[config.mk]
export PLATFORM = sky130hd
export DESIGN_NAME = matrix_mem
export DESIGN_NICKNAME = d
export VERILOG_FILES = /design/src/logic/matrix_pkg.sv /design/src/logic/matrix_mem.sv
export SDC_FILE = /design/constraint.sdc
export NUM_CORES = 1
export LEC_CHECK = 0
export BUFFER_PORTS_ARGS = -buffer_cell sky130_fd_sc_hd__buf_4
export CORE_MARGIN = 2
export CORE_UTILIZATION = 35
export CTS_CLUSTER_DIAMETER = 40
export DETAILED_ROUTE_END_ITERATION = 8
export SYNTH_ARGS = -nofsm -noshare
export SYNTH_HDL_FRONTEND = slang
export SYNTH_SLANG_ARGS = --single-unit
[constraint.sdc]
create_clock -name clk -period 3.1 [get_ports clk]
set_input_delay 0.62 -clock clk [delete_from_list [all_inputs] [get_ports clk]]
set_output_delay 0.62 -clock clk [all_outputs]
set_load 0.01 [all_outputs]
[src/logic/matrix_pkg.sv]
// ============================================================
// Matrix package
// Size constants, derived widths and memory layout shared by
// the blocked matrix multiply subsystem
// ============================================================
package matrix_pkg;

    // ============================================================
    // Base sizes
    // ============================================================
    localparam int MATRIX_SIZE = 8;     // Rows and columns of A and B
    localparam int BLOCK_SIZE  = 4;     // Rows and columns of one tile
    localparam int DATA_WIDTH  = 8;     // Stored element width

    // ============================================================
    // Derived widths
    // ============================================================
    // Product of two elements plus growth over BLOCK_SIZE terms
    localparam int ACC_WIDTH  = 2 * DATA_WIDTH + $clog2(BLOCK_SIZE);

    localparam int BLK_IDX_W  = $clog2(MATRIX_SIZE / BLOCK_SIZE);
    localparam int TILE_ELEMS = BLOCK_SIZE * BLOCK_SIZE;

    // ============================================================
    // Memory layout
    // ============================================================
    // A then B, both row-major, one element per word
    localparam int MEM_DEPTH = 2 * MATRIX_SIZE * MATRIX_SIZE;
    localparam int ADDR_W    = $clog2(MEM_DEPTH);
    localparam int A_BASE    = 0;
    localparam int B_BASE    = MATRIX_SIZE * MATRIX_SIZE;

endpackage

[src/logic/matrix_mem.sv]
// ============================================================
// Matrix memory
// Holds A and B; host write port, one registered read port
// ============================================================
`timescale 1ns/1ps

module matrix_mem import matrix_pkg::*; #(
    parameter int DATA_WIDTH = matrix_pkg::DATA_WIDTH
) (
    input  logic                  clk,
    input  logic                  host_we,
    input  logic [ADDR_W-1:0]     host_addr,
    input  logic [DATA_WIDTH-1:0] host_wdata,
    input  logic [ADDR_W-1:0]     rd_addr,
    output logic [DATA_WIDTH-1:0] rd_data
);

    // Contents only meaningful once the host has loaded them
    logic [DATA_WIDTH-1:0] mem [MEM_DEPTH];

    // ============================================================
    // Host write
    // ============================================================
    always_ff @(posedge clk) begin
        if (host_we) begin
            mem[host_addr] <= host_wdata;
        end
    end

    // ============================================================
    // Registered read
    // ============================================================
    // Data appears the cycle after the address
    always_ff @(posedge clk) begin
        rd_data <= mem[rd_addr];
    end

endmodule

==> results of run 1 <==
==> power groups by stage <==
stage                     Sequential, uW  Clock (uW)  Combinational, uW
after global routing               15500       14400               1680
after global placement             15800           0               1590
after floorplan                    15700           0                779
final                              15500       13600               1600
after CTS                          15500       13900               1620
after detailed placement           15800           0               1610
==> through the flow <==
| step | total power (uW) | setup WS [ns] |
|---|---|---|
| 2_1_floorplan | 16500 | 0.0692 |
| 3_3_place_gp | 17300 | -0.261 |
| 3_5_place_dp | 17400 | -0.270 |
| 4_1_cts | 31000 | 0.467 |
| 5_1_grt | 31600 | 0.441 |
| 6_report | 30700 | 0.428 |
==> critical path, delay by kind of cell <==
| family | cells | cell delay (ns) |
|---|---|---|
| buffers and inverters | 3 | 0.56 |
| multiplexers | 4 | 2.02 |
==> path summary, 6_finish.rpt <==
kind | endpoint | cells past startpoint
hold reg to reg | rd_data[4] | 4
setup reg to reg | rd_data[5] | 4
setup / recovery | rd_data[5] | 7
hold / removal | mem[108][7] | 1
==> cell type report <==
class,count,area share
clock buffer,124,0.0614
clock inverter,91,0.0204
multi-input combinational,514,0.176
sequential,1032,0.652
tap,1500,0.0396
timing repair buffer,254,0.0503
==> layer usage <==
metal	wire length, um	share of wire
met5	16	0.00017
met4	2700	0.029
met3	7390	0.078
met2	45900	0.49
met1	38200	0.41
==> state kept, by name, indices dropped and copies added, names as in the netlist <==
name and count:
rd_data 8, mem 1024
==> cells in the final DEF (no fill, tap or decap), drive strengths merged <==
cell type	synthesis	routed
dfxtp	8	8
or3	1	1
nand3	12	12
nand4	3	3
clkinvlp	0	12
bufinv	0	12
nor3	9	9
buf	45	254
mux4	336	336
clkinv	0	45
nand2b	2	2
edfxtp	1024	1024
clkbuf	44	124
inv	0	22
nand2	14	14
nor2	122	122
mux2	8	8
nor2b	7	7
==> logic make-up after synthesis <==
| group | after synthesis | synth area share |
|---|---|---|
| buffers and inverters | 89 | 0.0101 |
| DFF | 1032 | 0.779 |
| muxes | 344 | 0.193 |
| and+or+nand+nor | 170 | 0.0176 |
==> results.json, run 1 <==
{
  "cts_hold_repair.buffers": 0,
  "hp-class": "input port to register",
  "met3_usage": 0.0423,
  "clock_latency_ns": 0.69,
  "gp_congestion": 0.781,
  "dpl_cell_area_um2": 43500,
  "max_slew_margin": 0.376,
  "min_from": "host_wdata[7]",
  "synth_cell_types": 17,
  "cts_root_buf": "clkbuf_16",
  "worstSetupStartpoint": "rd_addr[0]",
  "fp-row-count": 123,
  "dieArea_um2": 116000,
  "final_area_um2": 47400,
  "slew_viol_final": 0,
  "antenna_found_initial": 3,
  "intPower_uw": 24000,
  "max_freq_mhz": 374,
  "skew_ns": 0.0338,
  "end_kind": "register",
  "place.detailed.hpwl_um": 60300,
  "via_per_inst": 5.22,
  "final_cells": 3515,
  "coreArea_um2": 112000,
  "portBuffers": 31,
  "clkSlewWorstSetupHoldPaths_ns": 0.06,
  "clkPwrFrac": 0.444,
  "critPathMostFrequentCell": "mux4_2",
  "fill_cells": 9459,
  "yosysWarningCount": 0,
  "synth_ff_type": "edfxtp_1",
  "drive_gt1_frac": 0.391,
  "synth_commonest_cells": "edfxtp_1 (1,024), mux4_2 (336), nor2_1 (122)",
  "swShare": 0.217,
  "netlist_instances": 1635,
  "crit_slowest_cell": "mux4_2",
  "post_cts_resized": 0,
  "r2r_setup_slack_ns": 0.62,
  "worst-path-max-fanout": 16,
  "final_hold_viol_count": 0,
  "powerDensity_nw_per_um2": 647,
  "grt_first_pass_wirelength_um": 136000,
  "arrival_ns": 3.24,
  "grt_overflow": 0,
  "tns_ns": 0,
  "status": "finished clean",
  "syn-num-nets": 1659,
  "clk_path_buf_depth": 3,
  "cp_cell_sequence": "buf_8 > buf_12 > buf_12 > mux4_2 > mux4_2 > mux4_2 > mux2_2",
  "start_kind": "input port",
  "cts_num_sinks": 1032,
  "drcViolationCount": 0,
  "drtPass1Iterations": 5,
  "grt_pass1_vias": 19000,
  "holdWs_ns": 0.387,
  "fin_util": 0.421,
  "grt_use_met1": 0.216,
  "ir_worst_vdd_mv": 0.487,
  "grt.busiest_layer": "met2",
  "leakagePower_uw": 0.0149,
  "async_flop_share": 0,
  "synth-seq-cells": 1032,
  "cts_tree": "done",
  "gr-usage-met2": 0.263,
  "grt.total_usage": 0.163,
  "pin_count": 32,
  "area_growth_pct": 19.5,
  "die_w_um": 341,
  "yosysTopAreaCell": "edfxtp_1",
  "numCtsBuffers": 114,
  "drv_cap": 0,
  "avgSynthCellArea_um2": 24.3,
  "multi_input_area_um2": 8350,
  "power.switching_uw": 6660,
  "start_util": 0.353,
  "postCtsSetupRepairBufs": 0,
  "wl_per_cell_um": 26.8,
  "finalCritPeriodShare": 0.862,
  "synth.most_common_cell": "edfxtp_1",
  "required_ns": 3.67,
  "ant_nets": 0,
  "pwr-share-seq": 0.504,
  "synth_area_leaders": "edfxtp_1 (78%), mux4_2 (19%), nor2_1 (1.2%)",
  "setup_viol_count_final": 0,
  "ys_seq_area_frac": 0.779,
  "drt_iter0_drc": 2126,
  "rsz0062_at_grt": "no",
  "worst_pin_slew_ns": 0.932,
  "htreeDepth": 3,
  "crit_type": "input port to register",
  "combPwrFrac": 0.052,
  "worstReg2RegStart": "mem[63][5]",
  "n_antenna_cell": 0,
  "slowest_delay_ns": 0.59,
  "routed_wl_um": 94200,
  "yosysTopAreaCellShare": 0.775,
  "vias": 18300,
  "fin_crit_ns": 2.67,
  "ff_latch_area_um2": 30900,
  "nets": 1940,
  "mappedNetlistArea_um2": 39700,
  "dp.cells": 3300,
  "synth_edf_count": 1024,
  "die_y_um": 341,
  "grt_max_degree": 129
}
(Power assumes the default switching activity.)
==> run 2: changes to the inputs <==
Settings changed: RECOVER_POWER set to 100.
==> results.json, run 2 (same netlist as run 1, synthesis figures left out) <==
{
  "status": "finished with violations",
  "violations": "capacitance limit, slew limit",
  "dieArea_um2": 116000,
  "p_total_uw": 30700,
  "cts_tree": "done",
  "grt.total_usage": 0.163,
  "skew_ns": 0.0327,
  "finalCritPeriodShare": 0.891,
  "htreeDepth": 3,
  "nets": 1940,
  "via_per_inst": 5.24,
  "worstReg2RegStart": "mem[63][5]",
  "place.detailed.hpwl_um": 60300,
  "antenna_found_initial": 3,
  "vias": 18400,
  "final_hold_viol_count": 0,
  "crit_type": "input port to register",
  "largest-register": "mem",
  "final_cells": 3516,
  "grt_overflow": 0,
  "area_growth_pct": 18.0,
  "cts_hold_repair.buffers": 0,
  "max_slew_margin": -0.813,
  "pre_cts_slack_ns": -0.270,
  "reg2reg_depth": 4,
  "drtPass1Iterations": 5,
  "r2r-end": "rd_data[5]",
  "clk_path_buf_depth": 3,
  "leakagePower_uw": 0.0143,
  "start_util": 0.353,
  "holdPathStages": 2,
  "drive_gt1_frac": 0.318,
  "coreArea_um2": 112000,
  "die_y_um": 341,
  "largest_registers": "mem (1024), rd_data (8)",
  "required_ns": 3.67,
  "fp-row-count": 123,
  "max_freq_mhz": 362,
  "die_w_um": 341,
  "routed_wl_um": 94400,
  "hp-class": "input port to register",
  "numCtsBuffers": 114,
  "min_from": "rd_addr[5]",
  "setup_viol_count_final": 0,
  "grt_max_degree": 129,
  "end_kind": "register",
  "clkSlewWorstSetupHoldPaths_ns": 0.06,
  "worst-path-max-fanout": 10,
  "final_cell_mix": "edfxtp_1 (1,024), mux4_2 (336), clkbuf_1 (156)",
  "start_kind": "input port",
  "grt_pass1_vias": 19000,
  "ir_worst_vdd_mv": 0.485,
  "powerDensity_nw_per_um2": 655,
  "slew_viol_final": 337,
  "setup_slack_ns": 0.338,
  "cp_cell_sequence": "buf_8 > buf_12 > clkbuf_2 > mux4_2 > mux4_2 > mux4_2 > mux2_2",
  "min_to": "rd_data[2]",
  "pin_count": 32,
  "cts_root_buf": "clkbuf_16",
  "worst_pin_slew_ns": 2.72,
  "arrival_ns": 3.33,
  "wl_per_cell_um": 26.9,
  "grt_first_pass_wirelength_um": 136000,
  "drcViolationCount": 0,
  "cts_num_sinks": 1032,
  "r2r_setup_slack_ns": 0.61,
  "slowest_delay_ns": 0.57,
  "clock_latency_ns": 0.69,
  "fin_crit_ns": 2.76,
  "portBuffers": 31,
  "ant_nets": 0,
  "gp_congestion": 0.781,
  "crit_slowest_cell": "mux4_2",
  "dp.cells": 3300,
  "post_cts_resized": 0,
  "critPathMostFrequentCell": "mux4_2",
  "mostFrequentLayoutCell": "edfxtp_1",
  "largest_register_ff_count": 1024,
  "drt_iter0_drc": 2015,
  "postCtsSetupRepairBufs": 0,
  "drv_cap": 6,
  "rsz0062_at_grt": "no"
}
run 2: cell types whose count changed in the layout (fill, tap and decap cells not counted):
cell      change
buf_4       -155
clkbuf_4      +1
buf_12        -3
clkbuf_2      +9
clkbuf_1    +147
buf_2         +1
diode_2       +1
run 2: where the power goes:
group / internal [uW] / total [uW] / switching (uW) / leakage (uW)
logic: 659 / 1560 / 900 / 0.00314
clock network: 7920 / 13600 / 5690 / 0.00187
registers: 15400 / 15500 / 52.1 / 0.00927
run 2: critical path: cells and delay by family:
kind / cells / cell delay [ns]
mux: 4 / 1.94
buf+inv: 3 / 0.75
run 2: area by class of cell:
type	count	area, um^2
Antenna cell	1	2.50
Clock buffer	124	2910
Clock inverter	91	968
Fill cell	9598	65700
Multi-Input combinational cell	514	8350
Sequential cell	1032	30900
Tap cell	1500	1880
Timing Repair Buffer	254	1770
run 2: how the worst max path moves through the flow:
stage | from | endpoint | cells past startpoint
2_1_floorplan | rd_addr[0] | rd_data[0] | 7
3_3_place_gp | rd_addr[0] | rd_data[5] | 7
3_5_place_dp | rd_addr[0] | rd_data[5] | 7
4_1_cts | rd_addr[0] | rd_data[5] | 7
5_1_grt | host_wdata[3] | mem[48][3] | 2
6_report | rd_addr[0] | rd_data[7] | 7
run 2: routing by layer:
metal / vias up / wire (um) / share of wire / global-route usage
met4: 2 / 2800 / 0.030 / 0.0547
met1: 9957 / 37900 / 0.40 / 0.216
met5: - / 16 / 0.00017 / 0
li1: 7631 / - / - / -
met3: 145 / 7670 / 0.081 / 0.0423
met2: 691 / 46100 / 0.49 / 0.263
run 2: stage by stage:
stage	instance area, um^2	util	hold slack (ns)	setup TNS [ns]
2_1_floorplan	39700	-	0.719	0
3_3_place_gp	43500	0.387	1.10	-1.53
3_5_place_dp	43500	0.387	1.09	-1.49
4_1_cts	47400	0.421	0.354	0
5_1_grt	46800	0.416	0.361	0
6_report	46800	0.416	0.394	0
