[config.mk]
export PLATFORM = sky130hd
export DESIGN_NAME = tile_multiplier
export DESIGN_NICKNAME = d
export VERILOG_FILES = /design/src/logic/matrix_pkg.sv /design/src/logic/tile_multiplier.sv
export SDC_FILE = /design/constraint.sdc
export NUM_CORES = 1
export LEC_CHECK = 0
export ABC_AREA = 0
export BUFFER_PORTS_ARGS = -buffer_cell sky130_fd_sc_hd__buf_2
export CELL_PAD_IN_SITES_DETAIL_PLACEMENT = 2
export CELL_PAD_IN_SITES_GLOBAL_PLACEMENT = 2
export CORE_MARGIN = 5
export CORE_UTILIZATION = 42
export CTS_CLUSTER_SIZE = 28
export DETAILED_ROUTE_END_ITERATION = 12
export GPL_TIMING_DRIVEN = 0
export PLACE_DENSITY = 0.9
export SLEW_MARGIN = 15
export SYNTH_ARGS = -nofsm -noshare
export SYNTH_HDL_FRONTEND = slang
export SYNTH_SLANG_ARGS = --single-unit
[constraint.sdc]
create_clock -name clk -period 7.3 [get_ports clk]
set_clock_uncertainty 0.2 [all_clocks]
set_input_delay 0.73 -clock clk [delete_from_list [all_inputs] [get_ports clk]]
set_output_delay 0.73 -clock clk [all_outputs]
set_load 0.02 [all_outputs]
[src/logic/matrix_pkg.sv]
// ============================================================
// Matrix package
// Size constants, derived widths and memory layout shared by
// the blocked matrix multiply subsystem
// ============================================================
package matrix_pkg;

    // ============================================================
    // Base sizes
    // ============================================================
    localparam int MATRIX_SIZE = 8;     // Rows and columns of A and B
    localparam int BLOCK_SIZE  = 4;     // Rows and columns of one tile
    localparam int DATA_WIDTH  = 8;     // Stored element width

    // ============================================================
    // Derived widths
    // ============================================================
    // Product of two elements plus growth over BLOCK_SIZE terms
    localparam int ACC_WIDTH  = 2 * DATA_WIDTH + $clog2(BLOCK_SIZE);

    localparam int BLK_IDX_W  = $clog2(MATRIX_SIZE / BLOCK_SIZE);
    localparam int TILE_ELEMS = BLOCK_SIZE * BLOCK_SIZE;

    // ============================================================
    // Memory layout
    // ============================================================
    // A then B, both row-major, one element per word
    localparam int MEM_DEPTH = 2 * MATRIX_SIZE * MATRIX_SIZE;
    localparam int ADDR_W    = $clog2(MEM_DEPTH);
    localparam int A_BASE    = 0;
    localparam int B_BASE    = MATRIX_SIZE * MATRIX_SIZE;

endpackage

[src/logic/tile_multiplier.sv]
// ============================================================
// Tile multiplier
// Command handshake, fetch control, one MAC per cycle and
// result streaming under back-pressure
// ============================================================
`timescale 1ns/1ps

module tile_multiplier import matrix_pkg::*; #(
    parameter int BLOCK_SIZE = matrix_pkg::BLOCK_SIZE,
    parameter int DATA_WIDTH = matrix_pkg::DATA_WIDTH
) (
    input  logic                             clk,
    input  logic                             rst_n,
    input  logic                             cmd_req,
    input  logic [BLK_IDX_W-1:0]             cmd_row_blk,
    input  logic [BLK_IDX_W-1:0]             cmd_col_blk,
    input  logic [BLK_IDX_W-1:0]             cmd_k_blk,
    output logic                             cmd_ack,
    output logic                             start,
    output logic [BLK_IDX_W-1:0]             a_row_blk,
    output logic [BLK_IDX_W-1:0]             a_col_blk,
    output logic [BLK_IDX_W-1:0]             b_row_blk,
    output logic [BLK_IDX_W-1:0]             b_col_blk,
    input  logic                             a_done,
    input  logic                             b_done,
    input  logic [TILE_ELEMS*DATA_WIDTH-1:0] a_tile,
    input  logic [TILE_ELEMS*DATA_WIDTH-1:0] b_tile,
    output logic                             res_valid,
    output logic [ACC_WIDTH-1:0]             res_data,
    output logic [$clog2(TILE_ELEMS)-1:0]    res_index,
    input  logic                             res_ready
);

    localparam int CNT_W = $clog2(BLOCK_SIZE);
    localparam int IDX_W = $clog2(TILE_ELEMS);

    typedef enum logic [2:0] {ST_IDLE, ST_FETCH, ST_COMPUTE, ST_STREAM, ST_ACK} state_t;

    state_t               state;
    logic [BLK_IDX_W-1:0] row_q, col_q, k_q;    // Command indices
    logic                 a_got, b_got;
    logic [CNT_W-1:0]     i, j, k;
    logic [IDX_W-1:0]     out_idx;
    logic [ACC_WIDTH-1:0] res_tile [TILE_ELEMS];
    logic [DATA_WIDTH-1:0] a_el, b_el;
    logic [ACC_WIDTH-1:0] prod;

    localparam logic [CNT_W-1:0] CNT_LAST = CNT_W'(BLOCK_SIZE - 1);

    // A(i,k) and B(k,j) from the flat tiles
    assign a_el = a_tile[(i*BLOCK_SIZE + k)*DATA_WIDTH +: DATA_WIDTH];
    assign b_el = b_tile[(k*BLOCK_SIZE + j)*DATA_WIDTH +: DATA_WIDTH];
    assign prod = ACC_WIDTH'(a_el) * ACC_WIDTH'(b_el);

    // ============================================================
    // Control FSM
    // ============================================================
    always_ff @(posedge clk or negedge rst_n) begin
        if (!rst_n) begin
            state <= ST_IDLE;
            start <= 1'b0;
            row_q <= '0;
            col_q <= '0;
            k_q   <= '0;
            a_got <= 1'b0;
            b_got <= 1'b0;
            i <= '0;
            j <= '0;
            k <= '0;
            out_idx <= '0;
        end else begin
            start <= 1'b0;
            case (state)
                ST_IDLE: if (cmd_req) begin
                    row_q <= cmd_row_blk;
                    col_q <= cmd_col_blk;
                    k_q   <= cmd_k_blk;
                    a_got <= 1'b0;
                    b_got <= 1'b0;
                    start <= 1'b1;                  // Both fetchers at once
                    state <= ST_FETCH;
                end
                ST_FETCH: begin
                    a_got <= a_got || a_done;
                    b_got <= b_got || b_done;
                    if ((a_got || a_done) && (b_got || b_done)) begin
                        i <= '0;
                        j <= '0;
                        k <= '0;
                        state <= ST_COMPUTE;
                    end
                end
                ST_COMPUTE: begin
                    k <= k + 1'b1;
                    if (k == CNT_LAST) begin
                        j <= j + 1'b1;
                        if (j == CNT_LAST) begin
                            i <= i + 1'b1;
                            if (i == CNT_LAST) begin
                                out_idx <= '0;
                                state   <= ST_STREAM;
                            end
                        end
                    end
                end
                ST_STREAM: if (res_ready) begin
                    out_idx <= out_idx + 1'b1;
                    if (out_idx == IDX_W'(TILE_ELEMS - 1)) state <= ST_ACK;
                end
                ST_ACK: if (!cmd_req) state <= ST_IDLE;  // Four-phase release
                default: state <= ST_IDLE;
            endcase
        end
    end

    // MAC into the result tile, first term overwrites
    always_ff @(posedge clk) begin
        if (state == ST_COMPUTE) begin
            res_tile[i*BLOCK_SIZE + j] <= (k == '0 ? '0 : res_tile[i*BLOCK_SIZE + j]) + prod;
        end
    end

    assign a_row_blk = row_q;
    assign a_col_blk = k_q;
    assign b_row_blk = k_q;
    assign b_col_blk = col_q;

    assign res_valid = (state == ST_STREAM);
    assign res_data  = res_tile[out_idx];
    assign res_index = out_idx;
    assign cmd_ack   = (state == ST_ACK);

endmodule

==> impl_metrics.csv, run 1 <==
group,metric,value,unit
worst_setup_path,crit_top_cell,"fa_1",
flow_run,drv_cap,0,
route,first_pass_iters,5,
route,viasPerCell,6.74,
worst_setup_path,timing.rr.start,"i[0]$_DFFE_PN0P_",
cts,cts_sinks,307,
cells_and_area,area_growth,18.8,%
logic_synthesis,synthAdderAreaFrac,8.71,%
worst_setup_path,crit_fanout,16,
floorplan,die_w,222,um
worst_setup_path,rrSetupSlack,-190,ps
global_routing,grtUsageMet1,35.2,%
floorplan,core_area,44300,um2
global_routing,grt_pass1_wl,114000,um
place,dp_slack,-938,ps
route,drcViolationCount,0,
place,place_congestion,0.929,
sta,period_needed,7490,ps
sta,slew_headroom,16.0,%
global_routing,grt_usage,31.4,%
global_routing,grtUsageMet2,57.1,%
global_routing,grt_overflow,0,
worst_setup_path,slowest_delay,560,ps
global_routing,grt_pass1_vias,16000,
cells_and_area,nFillCells,4067,
global_routing,busiest_layer,"met2",
worst_setup_path,cp.required,7420,ps
sta,worst_slack,-186,ps
logic_synthesis,synth_top_family_by_area,"multiplexers",
logic_synthesis,async_flop_share,6.19,%
logic_synthesis,yosys_most_used_dff,"edfxtp_1",
logic_synthesis,synth_compound_area_share,4.62,%
route,drtAntennaViolNets,0,
worst_setup_path,critPathLaunchType,"register",
cts,cts_tree,"done",
global_routing,grt_max_degree,20,
sta,fmax,134,MHz
sta,hold_viol_final,0,
worst_setup_path,path_cells,"buf_2 > buf_2 > clkbuf_4 > mux4_2 > and2_1 > fa_1 > fa_1 > fa_1 > inv_1 > fa_1 > inv_1 > ha_1 > a21o_1 > o21ai_0 > o211ai_1 > nor4_1 > nor3_1 > xor2_4 > buf_12",
logic_synthesis,synth_area,18800,um2
logic_synthesis,syn_area_per_cell,15.8,um2
global_routing,antenna_found_initial,4,
place,dp_hpwl,56900,um
cells_and_area,mostFrequentLayoutCells,"buf_2, edfxtp_1, mux4_2",
sta,setup_violations,48,
worst_setup_path,end_kind,"register",
floorplan,rows,77,
cts,cts-buffers-inserted,30,
worst_setup_path,critPathArrivalTime,7610,ps
logic_synthesis,synth-simple-area-share,4.99,%
hold_path,hp-start,"cmd_col_blk",
route,vias,14400,
global_routing,met3_usage,6.14,%
worst_setup_path,r2r_cells,19,
route,wl,82300,um
hold_path,min_to,"b_col_blk$_DFFE_PN0P_",
cells_and_area,final_nets,1888,
floorplan,io_pins,294,
hold_path,hp-class,"primary input to register",
sta,tns,-3950,ps
cts,cts_buffer_depth,3,
sta,rsz0062_at_grt,"true",
floorplan,die_y,222,um
sta,finalCritPeriodShare,103,%
sta,slew_viol_final,0,
place,port-buffer-count,293,
floorplan,start_util,42.5,%
cts,clock_latency,590,ps
cells_and_area,final_common_cell,"buf_2",
cts,cts-root-buf,"clkbuf_16",
status,violations,"setup timing",
route,drtIter0Drc,1635,
hold_path,whs_path_depth,2,
status,status,"complete, but fails checks",
worst_setup_path,crit_slowest_cell,"fa_1",
logic_synthesis,postSynthCellCount,1188,
logic_synthesis,synthMuxAreaShare,28.6,%
logic_synthesis,synth_fp_nets,1554,
sta,worstMarginPinSlew,1260,ps
logic_synthesis,synth.distinct_cells,47,
route,wl_per_cell,38.4,um
logic_synthesis,synth_edf_count,288,
logic_synthesis,ys_seq_elements,307,
logic_synthesis,yosysWarnings,0,
cells_and_area,drive_above_1_share,41.0,%
worst_setup_path,worstReg2RegEnd,"res_tile[0][14]$_DFFE_PP_",
logic_synthesis,ys_seq_area_share,48.5,%
cts,ctsHtreeMaxLevel,1,
worst_setup_path,path_class,"register to register",
cts,cts.reportedPaths.clkPinSlew,70,ps
floorplan,die_area,49100,um2
logic_synthesis,synth-xor-area-share,0.605,%
## synth_stat cells (19+ instances only)
cell      number  area, um2
a221oi_1      36        315
and2_1        39        244
buf_2         24        120
clkbuf_1      34        128
dfrtp_1       19        475
edfxtp_1     288       8650
fa_1          50       1000
ha_1          51        638
inv_1         97        364
mux2i_1       76        761
mux4_2       203       4570
nand2_1       64        240
o21ai_0       33        165
## worst max-delay path: cells and delay by family, from the launching register on
kind	cells	cell delay [ps]
DFF	1	540
AOI/OAI and AO/OA	3	840
adders and majority gates	5	2440
and+or+nand+nor	3	880
xor gates and xnor gates	1	220
muxes	1	490
buffers and inverters	6	1550
## cell families after synthesis
logic type | Yosys count
AND/OR/NAND/NOR | 183
flip-flops | 307
multiplexers | 284
XOR/XNOR | 13
AO/OA/AOI/OAI | 125
adder cells (fa/ha/maj) | 101
buffers and inverters | 175
## per-stage QoR
| stage | std cells | utilization [%] | area (um2) | hold slack (ps) |
|---|---|---|---|---|
| 4_1_cts | 2135 | 50.2 | 22300 | 173 |
| 5_1_grt | 2142 | 50.4 | 22400 | 189 |
| 3_3_place_gp | 2073 | 47.5 | 21000 | 276 |
| 2_1_floorplan | 1188 | - | 18800 | 234 |
| 3_5_place_dp | 2076 | 47.6 | 21100 | 315 |
| 6_report | 2142 | 50.4 | 22400 | 183 |
## metal layers
metal	vias to the layer above	wire length, um	share of wire (%)
li1	5425	-	-
met1	7590	27600	34
met2	1113	42500	52
met3	308	7300	8.9
met4	0	4870	5.9
met5	-	0	0
## how the worst max path moves through the flow
| stage | startpoint | to | slack (ps) | cells past startpoint |
|---|---|---|---|---|
| floorplan | j[1]$_DFFE_PN0P_ | res_tile[0][17]$_DFFE_PP_ | 1020 | 20 |
| global placement | i[0]$_DFFE_PN0P_ | res_tile[6][13]$_DFFE_PP_ | -720 | 19 |
| detailed placement | i[0]$_DFFE_PN0P_ | res_tile[6][15]$_DFFE_PP_ | -940 | 20 |
| CTS | i[0]$_DFFE_PN0P_ | res_tile[7][16]$_DFFE_PP_ | 20 | 18 |
| global route | j[0]$_DFFE_PN0P_ | res_tile[7][14]$_DFFE_PP_ | -220 | 21 |
| finish | i[0]$_DFFE_PN0P_ | res_tile[0][14]$_DFFE_PP_ | -190 | 19 |
## final cells by class
cell class	instances	area [um2]	area share, %
clock buffer	35	791	3.54
timing repair buffer	302	1590	7.10
inverter	100	375	1.68
multi-input combinational	706	9120	40.8
buffer	75	399	1.79
sequential	307	9120	40.8
antenna	5	12.5	0.0560
clock inverter	20	204	0.912
tap	592	741	3.31
## what timing repair did
action,CTS,global route
hold buffers,1,0
setup endpoints to repair,160,128
pin swaps,3,1
hold endpoints to repair,19,0
setup buffers,3,2
resized for setup,21,12
## flip-flops by register name, indices dropped and copies added (netlist names)
register and flops:
j 2, b_got 1, b_col_blk 1, res_tile 288, res_index 4, a_got 1
k 2, start 1, a_row_blk 1, a_col_blk 1, i 2, state 3
Power of run 1 is left out: the tool's default activity adds up to more than one toggle a clock period on the data nets, which glitch-free logic cannot reach.
==> inputs of run 2 (changes only) <==
--- a/config.mk
+++ b/config.mk
@@ -15,7 +15,9 @@
 export DETAILED_ROUTE_END_ITERATION = 12
 export GPL_TIMING_DRIVEN = 0
 export PLACE_DENSITY = 0.9
+export RECOVER_POWER = 25
 export SLEW_MARGIN = 15
 export SYNTH_ARGS = -nofsm -noshare
 export SYNTH_HDL_FRONTEND = slang
 export SYNTH_SLANG_ARGS = --single-unit
+export TNS_END_PERCENT = 30
==> impl_metrics.csv, run 2 (synthesized netlist as in run 1, its figures left out) <==
group,metric,value,unit
sta,worstMarginPinSlew,1630,ps
worst_setup_path,critPathLaunchType,"register",
sta,slew_headroom,-8.79,%
cells_and_area,multi_input_area,9120,um2
cts,clock_latency,600,ps
global_routing,antenna_found_initial,5,
cts,cts_sinks,307,
cts,cts-buffers-inserted,30,
cells_and_area,final_nets,1885,
route,viasPerCell,6.62,
sta,finalCritPeriodShare,99.3,%
worst_setup_path,cp.required,7410,ps
cells_and_area,nFillCells,4125,
cells_and_area,drive_above_1_share,39.4,%
status,violations,"capacitance limit, slew limit",
global_routing,grt_pass1_wl,113000,um
cts,cts-root-buf,"clkbuf_16",
place,dp_hpwl,56900,um
global_routing,grt_overflow,0,
floorplan,die_area,49100,um2
worst_setup_path,critPathArrivalTime,7360,ps
sta,setup_violations,0,
cts,cts_buffer_depth,3,
route,drtIter0Drc,1624,
floorplan,die_y,222,um
worst_setup_path,end_kind,"register",
route,drcViolationCount,0,
floorplan,io_pins,294,
status,status,"complete, but fails checks",
floorplan,start_util,42.5,%
sta,hold_viol_final,0,
route,drtAntennaViolNets,0,
global_routing,grt_usage,31.3,%
cells_and_area,area_growth,18.3,%
cells_and_area,final_common_cell,"buf_2",
worst_setup_path,crit_fanout,16,
cells_and_area,top_register,"res_tile",
worst_setup_path,path_class,"register to register",
route,wl_per_cell,37.1,um
floorplan,rows,77,
place,port-buffer-count,293,
floorplan,die_w,222,um
floorplan,core_area,44300,um2
place,place_congestion,0.929,
sta,fmax,138,MHz
global_routing,grt_max_degree,20,
cells_and_area,mostFrequentLayoutCells,"buf_2, edfxtp_1, mux4_2",
cts,ctsHtreeMaxLevel,1,
cts,cts.reportedPaths.clkPinSlew,70,ps
cells_and_area,ff_latch_area,9120,um2
place,dp_slack,-938,ps
hold_path,hp-class,"primary input to register",
cells_and_area,largest_reg_flops,288,
route,first_pass_iters,5,
route,vias,14200,
sta,slew_viol_final,75,
sta,period_needed,7250,ps
flow_run,drv_cap,4,
cts,cts_tree,"done",
global_routing,grt_pass1_vias,16000,
sta,worst_slack,49.7,ps
route,wl,79400,um
run 2: metrics by stage:
stage	setup TNS [ps]	cell area (um2)	hold slack (ps)	cells	utilization [%]
5_1_grt	-1100	22300	186	2137	50.2
3_3_place_gp	-61790	21000	276	2073	47.5
4_1_cts	0	22200	173	2134	50.2
3_5_place_dp	-93590	21100	315	2076	47.6
2_1_floorplan	0	18800	234	1188	-
6_report	0	22300	180	2139	50.2
run 2: per-layer routing:
| layer | global-route usage [%] | share of wire (%) | wire length, um | vias up |
|---|---|---|---|---|
| met2 | 56.9 | 52 | 41100 | 1078 |
| met4 | 15.9 | 6.2 | 4960 | 0 |
| met3 | 5.48 | 8.8 | 6960 | 304 |
| li1 | - | - | - | 5423 |
| met1 | 35.5 | 33 | 26400 | 7351 |
| met5 | 0 | 0 | 0 | - |
run 2: worst max-delay path: stages, from the launching register on:
cell and delay (ps):
dfrtp_1 570, buf_2 430, buf_2 460, mux4_2 390, mux4_2 580, nand2b_1 150, fa_1 410, inv_1 90
fa_1 460, fa_1 560, inv_1 60, fa_1 480, inv_1 60, ha_1 350, nand3_1 120, a2bb2oi_1 350
o211ai_1 190, nor4_1 380, nor3_2 170, xor2_4 470
run 2: area by class of cell:
| cell class | instances | area share, % |
|---|---|---|
| Antenna cell | 5 | 0.0562 |
| Buffer | 75 | 1.79 |
| Clock buffer | 35 | 3.55 |
| Clock inverter | 20 | 0.916 |
| Inverter | 100 | 1.69 |
| Multi-Input combinational cell | 706 | 40.9 |
| Sequential cell | 307 | 41.0 |
| Tap cell | 592 | 3.33 |
| Timing Repair Buffer | 299 | 6.74 |
run 2: final timing paths:
check	start	endpoint	depth (start not counted)	slack, ps
min in group asynchronous	rst_n	b_col_blk$_DFFE_PN0P_	2	730
hold reg to reg	b_col_blk$_DFFE_PN0P_	b_col_blk$_DFFE_PN0P_	1	330
hold / removal	cmd_col_blk	b_col_blk$_DFFE_PN0P_	2	180
max in group asynchronous	rst_n	k[1]$_DFFE_PN0P_	2	5430
setup / recovery	i[0]$_DFFE_PN0P_	res_tile[5][14]$_DFFE_PP_	19	50
setup reg to reg	i[0]$_DFFE_PN0P_	res_tile[5][14]$_DFFE_PP_	19	50
run 2: repair_timing:
| item | CTS | global route |
|---|---|---|
| buffers inserted | 2 | 0 |
| resized for setup | 22 | 9 |
| hold endpoints to repair | 19 | 0 |
| gates cloned | 0 | 0 |
| setup endpoints to repair | 160 | 144 |
| pin swaps | 2 | 0 |
| hold buffers | 1 | 0 |
Power of run 2 is left out for the same reason.
==> inputs of run 3 (changes only) <==
--- a/config.mk
+++ b/config.mk
@@ -9,11 +9,13 @@
 export BUFFER_PORTS_ARGS = -buffer_cell sky130_fd_sc_hd__buf_2
 export CELL_PAD_IN_SITES_DETAIL_PLACEMENT = 2
 export CELL_PAD_IN_SITES_GLOBAL_PLACEMENT = 2
+export CORE_ASPECT_RATIO = 0.7
 export CORE_MARGIN = 5
 export CORE_UTILIZATION = 42
 export CTS_CLUSTER_SIZE = 28
 export DETAILED_ROUTE_END_ITERATION = 12
 export GPL_TIMING_DRIVEN = 0
+export HOLD_SLACK_MARGIN = 0.1
 export PLACE_DENSITY = 0.9
 export RECOVER_POWER = 25
 export SLEW_MARGIN = 15
==> impl_metrics.csv, run 3 (synthesized netlist as in run 1, its figures left out) <==
group,metric,value,unit
worst_setup_path,cp_num_buf_inv,4,
worst_setup_path,end_kind,"register",
global_routing,grt_pass1_vias,16500,
cells_and_area,mostFrequentLayoutCells,"buf_2, edfxtp_1, mux4_2",
sta,fmax,134,MHz
route,vias,15000,
cells_and_area,fin_cells,2151,
place,place_congestion,0.893,
sta,worstMarginPinSlew,1630,ps
worst_setup_path,path_class,"register to register",
route,drtAntennaViolNets,0,
route,wl_per_cell,40.5,um
status,violations,"capacitance limit, slew limit, setup timing",
cells_and_area,drive_above_1_share,40.5,%
sta,slew_viol_final,8,
floorplan,die_w,263,um
worst_setup_path,cp.required,7310,ps
cts,cts_buffer_depth,3,
cells_and_area,area_growth,19.0,%
floorplan,io_pins,294,
sta,period_needed,7480,ps
cts,cts_sinks,307,
cells_and_area,final_common_cell,"buf_2",
sta,worst_slack,-183,ps
cts,clock_latency,550,ps
route,wl,87100,um
cts,cts.reportedPaths.clkPinSlew,60,ps
global_routing,grt_usage,33.8,%
cells_and_area,postLayoutCoreUtil,50.9,%
global_routing,grt_pass1_wl,121000,um
floorplan,die_area,49200,um2
worst_setup_path,crit_top_cell,"fa_1",
hold_path,hp-class,"primary input to register",
sta,finalCritPeriodShare,103,%
floorplan,start_util,42.8,%
flow_run,drv_cap,1,
sta,setup_violations,79,
floorplan,rows,64,
cts,cts-buffers-inserted,34,
worst_setup_path,slowest_delay,760,ps
place,dp_cells,2077,
route,viasPerCell,6.95,
cells_and_area,top_register,"res_tile",
route,drtIter0Drc,2060,
worst_setup_path,path_cells,"buf_2 > clkbuf_1 > mux4_2 > mux4_2 > nor2b_1 > ha_1 > fa_1 > fa_1 > inv_1 > fa_1 > inv_1 > ha_1 > nand4_1 > or2_2 > o211ai_1 > nor2_2 > xnor2_2",
global_routing,antenna_found_initial,7,
route,drcViolationCount,0,
global_routing,grt_max_degree,20,
worst_setup_path,crit_fanout,16,
floorplan,die_y,187,um
worst_setup_path,crit_slowest_cell,"clkbuf_1",
status,status,"complete, but fails checks",
worst_setup_path,critical_path.top_delay_family,"adder cells",
global_routing,grt_overflow,0,
cts,cts-root-buf,"clkbuf_16",
route,first_pass_iters,7,
floorplan,core_area,44000,um2
place,dp_hpwl,58500,um
cts,ctsHtreeMaxLevel,2,
sta,rsz0062_at_grt,"true",
sta,hold_viol_final,0,
cells_and_area,final_nets,1890,
place,port-buffer-count,293,
sta,hold_ws,237,ps
worst_setup_path,critPathArrivalTime,7500,ps
cells_and_area,largest_reg_flops,288,
worst_setup_path,critPathLaunchType,"register",
sta,slew_headroom,-9.26,%
cts,cts_tree,"done",
## run 3: cell types whose count changed in the layout (fill, tap and decap cells not counted), moves of 3 or more
cell	delta
clkbuf_2	-3
buf_2	+5
clkbuf_4	-3
buf_4	+3
clkbuf_16	+4
clkinv_1	-4
bufinv_16	-4
and3_1	-6
and3_2	+6
## run 3: final cells by class
type,count,area (um2)
Multi-Input combinational cell,706,9150
Clock inverter,17,130
Fill cell,4075,21600
Inverter,100,375
Antenna cell,7,17.5
Sequential cell,307,9120
Timing Repair Buffer,300,1550
Clock buffer,45,923
Buffer,75,392
Tap cell,594,743
## run 3: what timing repair did
action,CTS,global route
resized for setup,22,10
gates cloned,0,0
pin swaps,2,0
setup endpoints to repair,160,153
hold endpoints to repair,19,0
hold buffers,1,0
setup buffers,3,1
## run 3: path summary, 6_finish.rpt
kind | start | endpoint | slack [ps] | cells after the start
worst max-delay path | i[0]$_DFFE_PN0P_ | res_tile[1][12]$_DFFE_PP_ | -180 | 17
worst min-delay path | cmd_col_blk | b_col_blk$_DFFE_PN0P_ | 240 | 2
worst max register to register | i[0]$_DFFE_PN0P_ | res_tile[1][12]$_DFFE_PP_ | -180 | 17
worst min register to register | b_col_blk$_DFFE_PN0P_ | b_col_blk$_DFFE_PN0P_ | 310 | 1
max in group asynchronous | rst_n | i[0]$_DFFE_PN0P_ | 5470 | 2
min in group asynchronous | rst_n | state[0]$_DFFE_PN0P_ | 740 | 2
## run 3: per-layer routing
metal / global-route usage (%) / vias up / share of wire (%)
met2: 57.0 / 1372 / 48
li1: - / 5450 / -
met1: 41.7 / 7782 / 35
met4: 15.4 / 2 / 6.0
met5: 0 / - / 0.015
met3: 7.77 / 348 / 11
## run 3: per-stage QoR
stage / setup WS (ps) / cell area [um2] / setup TNS [ps]
2_1_floorplan: 1020 / 18800 / 0
3_3_place_gp: -543 / 21000 / -30140
3_5_place_dp: -992 / 21100 / -89110
4_1_cts: -17.5 / 22300 / -260
5_1_grt: -136 / 22400 / -3920
6_report: -183 / 22400 / -6550
Power of run 3 is left out for the same reason.
